### config.mk
export PLATFORM = sky130hd
export DESIGN_NAME = adc_pulse_top
export DESIGN_NICKNAME = d
export VERILOG_FILES = /design/src/design/adc_pulse_pkg.sv /design/src/design/adc_pulse_top.sv /design/src/design/control_regs.sv /design/src/design/fifo_writer.sv /design/src/design/pulse_timer.sv /design/src/design/sample_assembler.sv
export VERILOG_INCLUDE_DIRS = /design/src /design/src/design
export SDC_FILE = /design/constraint.sdc
export NUM_CORES = 1
export LEC_CHECK = 0
export BUFFER_PORTS_ARGS = -buffer_cell sky130_fd_sc_hd__buf_4
export CAP_MARGIN = 25
export CORE_MARGIN = 5
export CORE_UTILIZATION = 60
export DETAILED_ROUTE_END_ITERATION = 12
export PLACE_DENSITY = 0.8
export SKIP_CTS_REPAIR_TIMING = 1
export SLEW_MARGIN = 10
export SYNTH_ARGS = -nofsm -noshare
export SYNTH_HDL_FRONTEND = slang
export SYNTH_HIERARCHICAL = 1
export SYNTH_SLANG_ARGS = --single-unit
### constraint.sdc
create_clock -name clk -period 3.6 [get_ports clk]
set_input_delay 0 -clock clk [delete_from_list [all_inputs] [get_ports clk]]
set_output_delay 0 -clock clk [all_outputs]
set_load 0.01 [all_outputs]
### src/design/adc_pulse_consts.svh
`ifndef ADC_PULSE_CONSTS_SVH
`define ADC_PULSE_CONSTS_SVH

// one DDR half from the ADC pins
`define ADC_HALF_W 8
`define SAMPLE_W   16
// four samples per FIFO word
`define WORD_W     64

// register bus and counter widths
`define REG_W      32
`define REG_ADDR_W 3

// power-up settings
`define DEF_PERIOD 60000
`define DEF_STROBE 630
`define DEF_SOA    8

`endif

### src/design/adc_pulse_pkg.sv
`default_nettype none

package adc_pulse_pkg;

    // register map of the control bank
    typedef enum logic [2:0] {
        REG_PERIOD     = 3'd0,
        REG_ENABLE     = 3'd1,
        REG_STROBE     = 3'd2,
        REG_SOA        = 3'd3,
        REG_FIFO_RESET = 3'd4,
        REG_OVERFLOWS  = 3'd5
    } reg_addr_e;

    // which 16-bit slot of the FIFO word is filled this cycle
    typedef enum logic [1:0] {
        PH_TOP  = 2'd0,
        PH_LOW  = 2'd1,
        PH_MID  = 2'd2,
        PH_HIGH = 2'd3
    } pack_phase_e;

    // hold waits for the recorded position after a full FIFO
    typedef enum logic {
        WR_NORMAL = 1'b0,
        WR_HOLD   = 1'b1
    } writer_state_e;

endpackage

`default_nettype wire

### src/design/adc_pulse_top.sv
`timescale 1ns/1ps
`default_nettype none

`include "adc_pulse_consts.svh"

module adc_pulse_top (
    input  wire logic                     clk,
    input  wire logic                     reset,
    input  wire logic                     i_reg_wr,
    input  wire logic [`REG_ADDR_W-1:0]   i_reg_addr,
    input  wire logic [`REG_W-1:0]        i_reg_wdata,
    output logic      [`REG_W-1:0]        o_reg_rdata,
    input  wire logic [`ADC_HALF_W-1:0]   i_adc_rise,
    input  wire logic [`ADC_HALF_W-1:0]   i_adc_fall,
    input  wire logic                     i_fifo_full,
    output logic                          o_fifo_wr,
    output logic      [`WORD_W-1:0]       o_fifo_data,
    output logic                          o_fifo_reset,
    output logic                          o_strobe,
    output logic                          o_soa
);

    logic [`REG_W-1:0]          period;
    logic                       enable;
    logic [`REG_W-1:0]          strobe_len;
    logic [`REG_W-1:0]          soa_len;
    logic [`REG_W-1:0]          position;
    adc_pulse_pkg::pack_phase_e phase;
    logic                       period_wrap;
    logic [`SAMPLE_W-1:0]       sample;
    logic [`REG_W-1:0]          overflow_count;

    control_regs u_regs (
        .clk              (clk),
        .reset            (reset),
        .i_reg_wr         (i_reg_wr),
        .i_reg_addr       (adc_pulse_pkg::reg_addr_e'(i_reg_addr)),
        .i_reg_wdata      (i_reg_wdata),
        .i_overflow_count (overflow_count),
        .o_reg_rdata      (o_reg_rdata),
        .o_period         (period),
        .o_enable         (enable),
        .o_strobe_len     (strobe_len),
        .o_soa_len        (soa_len),
        .o_fifo_reset     (o_fifo_reset)
    );

    pulse_timer u_timer (
        .clk           (clk),
        .reset         (reset),
        .i_enable      (enable),
        .i_period      (period),
        .i_strobe_len  (strobe_len),
        .i_soa_len     (soa_len),
        .o_position    (position),
        .o_phase       (phase),
        .o_period_wrap (period_wrap),
        .o_strobe      (o_strobe),
        .o_soa         (o_soa)
    );

    sample_assembler u_assembler (
        .clk        (clk),
        .i_adc_rise (i_adc_rise),
        .i_adc_fall (i_adc_fall),
        .o_sample   (sample)
    );

    fifo_writer u_writer (
        .clk              (clk),
        .reset            (reset),
        .i_enable         (enable),
        .i_position       (position),
        .i_phase          (phase),
        .i_period_wrap    (period_wrap),
        .i_sample         (sample),
        .i_fifo_full      (i_fifo_full),
        .o_fifo_wr        (o_fifo_wr),
        .o_fifo_data      (o_fifo_data),
        .o_overflow_count (overflow_count)
    );

endmodule

`default_nettype wire

### src/design/control_regs.sv
`timescale 1ns/1ps
`default_nettype none

`include "adc_pulse_consts.svh"

module control_regs (
    input  wire logic                     clk,
    input  wire logic                     reset,
    input  wire logic                     i_reg_wr,
    input  adc_pulse_pkg::reg_addr_e      i_reg_addr,
    input  wire logic [`REG_W-1:0]        i_reg_wdata,
    input  wire logic [`REG_W-1:0]        i_overflow_count,
    output logic      [`REG_W-1:0]        o_reg_rdata,
    output logic      [`REG_W-1:0]        o_period,
    output logic                          o_enable,
    output logic      [`REG_W-1:0]        o_strobe_len,
    output logic      [`REG_W-1:0]        o_soa_len,
    output logic                          o_fifo_reset
);

    // settings and the fifo reset pulse
    always_ff @(posedge clk)
    begin
        if (!reset)
        begin
            o_period     <= `REG_W'(`DEF_PERIOD);
            o_enable     <= 1'b0;
            o_strobe_len <= `REG_W'(`DEF_STROBE);
            o_soa_len    <= `REG_W'(`DEF_SOA);
            o_fifo_reset <= 1'b0;
        end
        else
        begin
            // one pulse cycle for each write
            o_fifo_reset <= i_reg_wr && (i_reg_addr == adc_pulse_pkg::REG_FIFO_RESET);
            if (i_reg_wr)
            begin
                case (i_reg_addr)
                    adc_pulse_pkg::REG_PERIOD: o_period     <= i_reg_wdata;
                    adc_pulse_pkg::REG_ENABLE: o_enable     <= (i_reg_wdata != '0);
                    adc_pulse_pkg::REG_STROBE: o_strobe_len <= i_reg_wdata;
                    adc_pulse_pkg::REG_SOA:    o_soa_len    <= i_reg_wdata;
                    default:                   ;
                endcase
            end
        end
    end

    // readback, one cycle behind the address
    always_ff @(posedge clk)
    begin
        if (!reset)
        begin
            o_reg_rdata <= '0;
        end
        else
        begin
            case (i_reg_addr)
                adc_pulse_pkg::REG_PERIOD:    o_reg_rdata <= o_period;
                adc_pulse_pkg::REG_ENABLE:    o_reg_rdata <= {{(`REG_W-1){1'b0}}, o_enable};
                adc_pulse_pkg::REG_STROBE:    o_reg_rdata <= o_strobe_len;
                adc_pulse_pkg::REG_SOA:       o_reg_rdata <= o_soa_len;
                adc_pulse_pkg::REG_OVERFLOWS: o_reg_rdata <= i_overflow_count;
                default:                      o_reg_rdata <= '0;
            endcase
        end
    end

    // the external FIFO sees a clean one-cycle reset
    a_fifo_reset_single: assert property (
        @(posedge clk) disable iff (!reset)
        o_fifo_reset |=> !o_fifo_reset
    );

endmodule

`default_nettype wire

### src/design/fifo_writer.sv
`timescale 1ns/1ps
`default_nettype none

`include "adc_pulse_consts.svh"

module fifo_writer (
    input  wire logic                  clk,
    input  wire logic                  reset,
    input  wire logic                  i_enable,
    input  wire logic [`REG_W-1:0]     i_position,
    input  adc_pulse_pkg::pack_phase_e i_phase,
    input  wire logic                  i_period_wrap,
    input  wire logic [`SAMPLE_W-1:0]  i_sample,
    input  wire logic                  i_fifo_full,
    output logic                       o_fifo_wr,
    output logic      [`WORD_W-1:0]    o_fifo_data,
    output logic      [`REG_W-1:0]     o_overflow_count
);

    adc_pulse_pkg::writer_state_e state;
    logic [`REG_W-1:0]            hold_position;
    logic                         packing;

    // no slot is filled on the wrap cycle
    assign packing = i_enable && !i_period_wrap;

    // word assembly, slot order top, low, mid, high
    always_ff @(posedge clk)
    begin
        if (packing)
        begin
            case (i_phase)
                adc_pulse_pkg::PH_TOP:  o_fifo_data[63:48] <= i_sample;
                adc_pulse_pkg::PH_LOW:  o_fifo_data[15:0]  <= i_sample;
                adc_pulse_pkg::PH_MID:  o_fifo_data[31:16] <= i_sample;
                adc_pulse_pkg::PH_HIGH: o_fifo_data[47:32] <= i_sample;
                default:                ;
            endcase
        end
    end

    // write decision at the last slot
    always_ff @(posedge clk)
    begin
        if (!reset)
        begin
            o_fifo_wr        <= 1'b0;
            state            <= adc_pulse_pkg::WR_NORMAL;
            hold_position    <= '0;
            o_overflow_count <= '0;
        end
        else if (!i_enable)
        begin
            // overflow count survives a disable
            o_fifo_wr     <= 1'b0;
            state         <= adc_pulse_pkg::WR_NORMAL;
            hold_position <= '0;
        end
        else if (packing && (i_phase == adc_pulse_pkg::PH_HIGH))
        begin
            if (i_fifo_full)
            begin
                o_fifo_wr        <= 1'b0;
                o_overflow_count <= o_overflow_count + 1'b1;
                if (state == adc_pulse_pkg::WR_NORMAL)
                begin
                    state         <= adc_pulse_pkg::WR_HOLD;
                    hold_position <= i_position;
                end
            end
            else if (state == adc_pulse_pkg::WR_NORMAL)
            begin
                o_fifo_wr <= 1'b1;
            end
            else if (i_position == hold_position)
            begin
                // resume at the same point of a later period
                o_fifo_wr     <= 1'b1;
                state         <= adc_pulse_pkg::WR_NORMAL;
                hold_position <= '0;
            end
            else
            begin
                o_fifo_wr <= 1'b0;
            end
        end
        else
        begin
            o_fifo_wr <= 1'b0;
        end
    end

    // the timer phase guarantees at least four cycles between words
    a_wr_single: assert property (
        @(posedge clk) disable iff (!reset)
        o_fifo_wr |=> !o_fifo_wr
    );

endmodule

`default_nettype wire

### src/design/pulse_timer.sv
`timescale 1ns/1ps
`default_nettype none

`include "adc_pulse_consts.svh"

module pulse_timer (
    input  wire logic                  clk,
    input  wire logic                  reset,
    input  wire logic                  i_enable,
    input  wire logic [`REG_W-1:0]     i_period,
    input  wire logic [`REG_W-1:0]     i_strobe_len,
    input  wire logic [`REG_W-1:0]     i_soa_len,
    output logic      [`REG_W-1:0]     o_position,
    output adc_pulse_pkg::pack_phase_e o_phase,
    output logic                       o_period_wrap,
    output logic                       o_strobe,
    output logic                       o_soa
);

    logic [`REG_W-1:0] strobe_cnt;
    logic [`REG_W-1:0] soa_cnt;

    // last position of the period
    assign o_period_wrap = i_enable && (o_position == i_period);

    always_ff @(posedge clk)
    begin
        if (!reset || !i_enable)
        begin
            o_position <= '0;
            o_phase    <= adc_pulse_pkg::PH_TOP;
            strobe_cnt <= '0;
            soa_cnt    <= '0;
            o_strobe   <= 1'b0;
            o_soa      <= 1'b0;
        end
        else if (o_period_wrap)
        begin
            // new period, both pulses start here
            o_position <= '0;
            o_phase    <= adc_pulse_pkg::PH_TOP;
            strobe_cnt <= '0;
            soa_cnt    <= '0;
            o_strobe   <= 1'b1;
            o_soa      <= 1'b1;
        end
        else
        begin
            o_position <= o_position + 1'b1;
            o_phase    <= adc_pulse_pkg::pack_phase_e'(o_phase + 2'd1);
            // width+1 more cycles after the wrap cycle
            if (o_strobe && (strobe_cnt <= i_strobe_len))
            begin
                strobe_cnt <= strobe_cnt + 1'b1;
                o_strobe   <= 1'b1;
            end
            else
            begin
                o_strobe <= 1'b0;
            end
            if (o_soa && (soa_cnt <= i_soa_len))
            begin
                soa_cnt <= soa_cnt + 1'b1;
                o_soa   <= 1'b1;
            end
            else
            begin
                o_soa <= 1'b0;
            end
        end
    end

    a_quiet_when_disabled: assert property (
        @(posedge clk) disable iff (!reset)
        !i_enable |=> (!o_strobe && !o_soa)
    );

endmodule

`default_nettype wire

### src/design/sample_assembler.sv
`timescale 1ns/1ps
`default_nettype none

`include "adc_pulse_consts.svh"

module sample_assembler (
    input  wire logic                       clk,
    input  wire logic [`ADC_HALF_W-1:0]     i_adc_rise,
    input  wire logic [`ADC_HALF_W-1:0]     i_adc_fall,
    output logic      [`SAMPLE_W-1:0]       o_sample
);

    logic [`ADC_HALF_W-1:0] rise_q;
    logic [`ADC_HALF_W-1:0] fall_q;
    logic [`ADC_HALF_W-1:0] lane_odd;
    logic [`ADC_HALF_W-1:0] lane_even;

    // stage 1, capture both halves
    always_ff @(posedge clk)
    begin
        rise_q <= i_adc_rise;
        fall_q <= i_adc_fall;
    end

    // stage 2, rising half feeds the odd bits
    always_ff @(posedge clk)
    begin
        lane_odd  <= rise_q;
        lane_even <= fall_q;
    end

    // stage 3, bit interleave
    always_ff @(posedge clk)
    begin
        for (int k = 0; k < `ADC_HALF_W; k++)
        begin
            o_sample[2*k+1] <= lane_odd[k];
            o_sample[2*k]   <= lane_even[k];
        end
    end

endmodule

`default_nettype wire

== Yosys cells after proc, flatten, opt, wreduce, memory -nomap -nowiden ==
Index checks and enable logic that the tools add are counted.

* Register bits after elaboration: 408
* Logic and storage cells: 88
* Bits of input ports: 55

* Bitwise operators: 3
* Equality and inequality tests: 11
* Reductions and logical operators: 28
* Magnitude comparators: 2
* Add/subtract/negate cells: 5
* Muxes and demuxes: 14

{| class="wikitable"
|+ Operators by type and width
! cell !! number
|-
| 32-bit one-hot mux with 5 select lines || 1
|-
| 32-bit by 1-bit adder with 32-bit output (second input constant) || 4
|-
| 32-bit 2-to-1 mux || 4
|-
| 32-bit equality test || 2
|-
| 32-bit <= comparator || 2
|-
| 32-bit nonzero test || 1
|-
| 2-bit AND reduction || 9
|-
| 1-bit 2-to-1 mux || 9
|-
| 3-bit by 2-bit equality test with 1-bit output (second input constant) || 2
|-
| 3-bit equality test (second input constant) || 2
|-
| 1-bit logical AND || 6
|-
| 2-bit equality test (second input constant) || 2
|-
| 4-bit AND reduction || 1
|-
| 2-bit nonzero test || 2
|-
| 4-bit OR reduction || 1
|-
| 3-bit by 1-bit equality test with 1-bit output (second input constant) || 1
|-
| 1-bit logical NOT || 3
|-
| 3-bit logical NOT || 1
|-
| 1-bit inverter || 3
|-
| 3-bit AND reduction || 1
|-
| 2-bit by 1-bit adder with 2-bit output (second input constant) || 1
|-
| 2-bit by 1-bit equality test with 1-bit output (second input constant) || 1
|-
| 2-bit logical NOT || 1
|-
| 2-bit inequality test (second input constant) || 1
|-
| 2 further kinds || 2
|}

== Logic depth before layout (Yosys ltp) ==
* Word-level depth: 7
* Depth in mapped cells: 11
* Depth with buffers taken out: 9

== Hierarchy ==
Netlist, hierarchy kept.

{| class="wikitable"
|+ Modules (own cells, without submodules)
! module !! cells an instance !! times used !! area an instance (um2)
|-
| pulse_timer || 847 || 1 || 6759.0
|-
| fifo_writer || 443 || 1 || 5356.4
|-
| control_regs || 595 || 1 || 5281.3
|-
| sample_assembler || 48 || 1 || 960.9
|}

== Least setup slack after synthesis ==
OpenSTA, ideal clock, no wires.

* Path type: reg-to-reg
* From: register u_timer.o_position[17]
* To: register u_writer.o_fifo_data[48], enable pin
* Data arrival time: 2.631 ns
* Slack: 0.533 ns
* Stages on the path, launching flop included: 6
* Setup time: 0.436 ns
* Period minus slack after synthesis: 3.067 ns
* Cells stage by stage: dfxtp_1 -> xor2_1 -> nor4_1 -> nand4_1 -> nor3_1 -> nor4b_1

* Cells in the longest elaborated chain, start to end: 5

{| class="wikitable"
|+ RTL lines
! element !! line !! source
|-
| start, declared || pulse_timer.sv:13 || <nowiki>output logic [`REG_W-1:0] o_position,</nowiki>
|-
| start signal, assigned || pulse_timer.sv:49 || <nowiki>o_position <= o_position + 1'b1;</nowiki>
|-
| 32-bit equality test || pulse_timer.sv:24 || <nowiki>assign o_period_wrap = i_enable && (o_position == i_period);</nowiki>
|-
| 1-bit logical AND || pulse_timer.sv:24 ||
|-
| via period_wrap || adc_pulse_top.sv:29 || <nowiki>logic period_wrap;</nowiki>
|-
| 1-bit logical NOT || fifo_writer.sv:25 || <nowiki>assign packing = i_enable && !i_period_wrap;</nowiki>
|-
| 1-bit logical AND || fifo_writer.sv:25 ||
|-
| 2-bit AND reduction (no line) || -- ||
|-
| end signal, assigned || fifo_writer.sv:33 || <nowiki>adc_pulse_pkg::PH_TOP: o_fifo_data[63:48] <= i_sample;</nowiki>
|-
| end, declared || fifo_writer.sv:16 || <nowiki>output logic [`WORD_W-1:0] o_fifo_data,</nowiki>
|}

The timed path passes the listed nets, and every way through them passes these cells.
A chain may end at the register's enable or synchronous reset.

== Worst setup path in the final report ==
* From: register u_regs.o_soa_len[26]
* To: register u_timer.soa_cnt[24]

* Cells in the longest elaborated chain, start to end: 2

{| class="wikitable"
|+ RTL lines
! element !! line !! source
|-
| start, declared || control_regs.sv:17 || <nowiki>output logic [`REG_W-1:0] o_soa_len,</nowiki>
|-
| start signal, assigned || control_regs.sv:29 || <nowiki>o_soa_len <= `REG_W'(`DEF_SOA);</nowiki>
|-
| start signal, assigned || control_regs.sv:42 || <nowiki>adc_pulse_pkg::REG_SOA: o_soa_len <= i_reg_wdata;</nowiki>
|-
| 32-bit <= comparator || pulse_timer.sv:61 || <nowiki>if (o_soa && (soa_cnt <= i_soa_len))</nowiki>
|-
| 1-bit logical AND || pulse_timer.sv:61 ||
|-
| end signal, assigned || pulse_timer.sv:63 || <nowiki>soa_cnt <= soa_cnt + 1'b1;</nowiki>
|-
| end, declared || pulse_timer.sv:21 || <nowiki>logic [`REG_W-1:0] soa_cnt;</nowiki>
|}

Every way passes these cells.

==> run_results.csv <==
group,metric,value,unit
status,run_status,"completed",
synth,synthAdderAreaFrac,4.63,%
timing,finalMaxSlewViolations,0,
timing,maxSlewHeadroom,28.6,%
final_layout,fill_cells,2197,
synth,ys_types,74,
clocking,clockBufferDepth,3,
timing,finalClockSkew,0.0125,ns
clocking,clk_pin_slew_worst_paths,0.06,ns
routing,wl,53000,µm
placed_design,io_buffers,154,
clocking,h-tree-depth,2,
routing,wl_per_cell,20.8,µm
synth,ys_seq_elements,408,
synth,netlist_area,18400,µm²
worst_setup_path,crit_path_cell_trace,"inv_1 -> ha_1 -> nand4_1 -> nor4_1 -> nand3_1 -> o21a_1 -> or3_4 -> or4_1 -> a21oi_1",
final_layout,regArea,8810,µm²
final_layout,multiInputGateArea,8620,µm²
die,ioPinCount,155,
final_layout,drive_gt1_share,14.3,%
power,swShare,22.4,%
power,switching_power,2.22,mW
grt,antenna_found_initial,3,
run,cap_violations,0,
clocking,insertion_delay,0.56,ns
routing,drt_pass1_iterations,7,
worst_setup_path,arrival,3.73,ns
die,die_h,185,µm
worst_setup_path,slowest_delay,0.54,ns
grt,overflow,0,
synth,avgSynthCellArea,9.50,µm²
clocking,root_buffer,"clkbuf_16",
worst_setup_path,critPathKind,"register to register",
synth,synth_edf_count,64,
worst_setup_path,cp_slowest_cell,"nor4_1",
worst_setup_path,critPathBufInv,1,
power,power.density,453,nW/µm²
synth,synth_xor_area_share,6.30,%
synth,syn_inst,1933,
synth,yosysSeqAreaShare,48.0,%
die,die_x,185,µm
timing,period_needed,3.24,ns
synth,synth_compound_area_share,13.7,%
power,leakage,8.41,nW
worst_setup_path,critPathLaunchType,"register",
hold_path,hold_class,"input pin to register",
routing,drc_errors,0,
grt,grt_pass1_vias,14500,
placed_design,dpl_worst_slack,0.508,ns
synth,ys.flop_type,"dfxtp_1",
routing,antenna_left,0,
worst_setup_path,crit_path_end_kind,"register",
synth,async_flop_share,0,%
clocking,cts.sinks,408,
synth,yosysWarnings,6,
grt,grt_pass1_wl,80300,µm
timing,clock.fmax,308,MHz
timing,setup-tns-final,0,ns
timing,setup_viol,0,
worst_setup_path,worstSetupStartpoint,"u_regs/o_soa_len[26]",
final_layout,nNetsFinal,2237,
die,die-area,34200,µm²
final_layout,utilization,71.7,%
clocking,cts_buffers,44,
routing,vias_per_cell,6.13,
timing,tightest_slew,1.07,ns
timing,timing.final.crit_share,90.1,%
power,combPwrFrac,4.1,%
power,p_seq_share,47.9,%
synth,syn_nets,2056,
placed_design,routabilityCongestion,0.949,
timing,rsz0062_at_grt,"false",
worst_setup_path,timing.rr.start,"u_regs/o_soa_len[26]",
final_layout,area_growth,18.9,%
die,rows,64,
grt,grt_start_max_net_pins,91,
clocking,tritoncts,"yes",
grt,grt_use_total,29.4,%
placed_design,dp_hpwl,36200,µm
die,core-area,30400,µm²
routing,vias,15600,
synth,synthSimpleGateAreaFrac,20.9,%
power,power.internal,7.68,mW
timing,finalHoldViolCount,0,
hold_path,hold_start,"i_adc_rise[7]",
synth,synth_top_family_by_area,"simple AND/OR/NAND/NOR gates",
worst_setup_path,cp_max_fo,12,
die,initial_core_util,60.3,%
power,peakVddDrop,0.355,mV
power,clkPwrFrac,48.0,%
synth,synth.area.mux_share,1.21,%
worst_setup_path,crit_family,"simple AND/OR/NAND/NOR gates",
routing,drt_iter0_drc,1863,
timing,fin_ws,0.355,ns
worst_setup_path,critPathRequiredTime,4.08,ns
==> worst reg2reg max path, stage by stage (launching register included) <==
cell     delay (ns)
dfxtp_1        0.41
inv_1          0.08
ha_1           0.30
nand4_1        0.17
nor4_1         0.54
nand3_1        0.22
o21a_1         0.29
or3_4          0.52
or4_1          0.50
a21oi_1        0.15
==> Yosys cell counts, drive strengths merged (5+ instances only) <==
cell type | number | area [µm²]
a21o | 7 | 52.6
nor4 | 51 | 355
clkbuf | 59 | 226
and3 | 17 | 106
a22oi | 95 | 713
xnor2 | 29 | 254
dfxtp | 344 | 6890
nand4b | 6 | 52.6
mux2i | 20 | 200
or2 | 14 | 87.6
or3 | 13 | 86.3
nand3 | 97 | 528
a21oi | 81 | 409
o31ai | 18 | 135
nand4 | 50 | 325
edfxtp | 64 | 1920
or4 | 17 | 128
o311ai | 5 | 43.8
nor3 | 30 | 160
o21ai | 55 | 275
nor2 | 71 | 267
buf | 49 | 417
xor2 | 103 | 902
and2 | 38 | 238
nand2 | 278 | 1040
and4 | 19 | 169
nor2b | 6 | 37.5
ha | 68 | 851
a21boi | 88 | 661
inv | 89 | 334
o21a | 8 | 60.1
nor4b | 6 | 67.6
==> routing by layer <==
| layer | global-route usage, % | part of all wire [%] | vias up |
|---|---|---|---|
| met5 | 0 | 0.025 | - |
| met4 | 8.51 | 2.6 | 2 |
| met3 | 5.34 | 9.1 | 114 |
| met2 | 47.8 | 48 | 816 |
| met1 | 40.5 | 41 | 7453 |
| li1 | - | - | 7239 |
==> final cells by class <==
cell class / count / share of cell area [%]
multi-input combinational: 1328 / 39.5
inverter: 89 / 1.53
tap: 396 / 2.27
sequential: 408 / 40.4
clock inverter: 25 / 1.46
timing repair buffer: 243 / 9.24
antenna: 1 / 0.0115
clock buffer: 57 / 5.64
==> cell families after synthesis <==
group                      count (synthesis)
DFF                                      408
adders and majority gates                 68
buffers and inverters                    197
muxes                                     21
AOI/OAI and AO/OA                        376
xor gates and xnor gates                 132
and+or+nand+nor                          731
==> cell usage in the layout (no fill, tap or decap), types with 8 or more instances in the layout <==
master,n
clkbuf_16,45
inv_1,89
or3_1,12
a21boi_1,77
nand2_1,278
nor4_1,48
ha_1,68
o21a_1,8
dlygate4sd3_1,55
o31ai_1,17
nor2_1,69
and2_1,37
nor3_1,27
and4_1,18
edfxtp_1,64
nand3_1,93
a22oi_1,95
or2_2,14
or4_1,17
mux2i_1,20
o21ai_0,47
a21oi_1,79
xor2_1,103
buf_4,182
nand4_1,48
clkinv_2,12
and3_1,17
xnor2_1,29
a21boi_0,11
dfxtp_1,344
==> registers in the layout, summed over array words and instances, names as in the netlist, 2 cells and up <==
| signal | flops |
|---|---|
| u_timer/soa_cnt | 32 |
| u_timer/o_position | 32 |
| u_writer/o_fifo_data | 64 |
| u_timer/o_phase | 2 |
| u_assembler/fall_q | 8 |
| u_regs/o_period | 32 |
| u_writer/hold_position | 32 |
| u_assembler/lane_even | 8 |
| u_regs/o_reg_rdata | 32 |
| u_assembler/rise_q | 8 |
| u_assembler/o_sample | 16 |
| u_regs/o_soa_len | 32 |
| u_regs/o_strobe_len | 32 |
| u_assembler/lane_odd | 8 |
| u_writer/o_overflow_count | 32 |
| u_timer/strobe_cnt | 32 |
==> path summary, 6_finish.rpt <==
kind / endpoint / slack [ns] / cells past startpoint
hold reg to reg: u_assembler/lane_even[4] / 0.32 / 0
hold / removal: u_assembler/rise_q[7] / 0.08 / 2
setup / recovery: u_timer/soa_cnt[24] / 0.36 / 9
setup reg to reg: u_timer/soa_cnt[24] / 0.36 / 9
==> per-stage QoR <==
| stage | hold WS, ns | total power [mW] | cell area [µm²] | instances |
|---|---|---|---|---|
| after global placement | 0.105 | 5.17 | 19600 | 2404 |
| after floorplan | 0.0277 | 5.02 | 18400 | 1933 |
| after CTS | -0.473 | 9.88 | 21200 | 2489 |
| after global routing | 0.0812 | 10.2 | 21800 | 2547 |
| final | 0.0840 | 9.90 | 21800 | 2547 |
| after detailed placement | 0.106 | 5.18 | 19700 | 2407 |
==> power by group through the flow <==
stage | Clock, mW | Sequential (mW) | Combinational [mW]
after floorplan | 0 | 4.82 | 0.197
after global placement | 0 | 4.83 | 0.336
after detailed placement | 0 | 4.84 | 0.346
after CTS | 4.79 | 4.74 | 0.349
after global routing | 5.00 | 4.74 | 0.438
final | 4.75 | 4.74 | 0.410
Note: power is estimated with default switching activity, not from simulation.
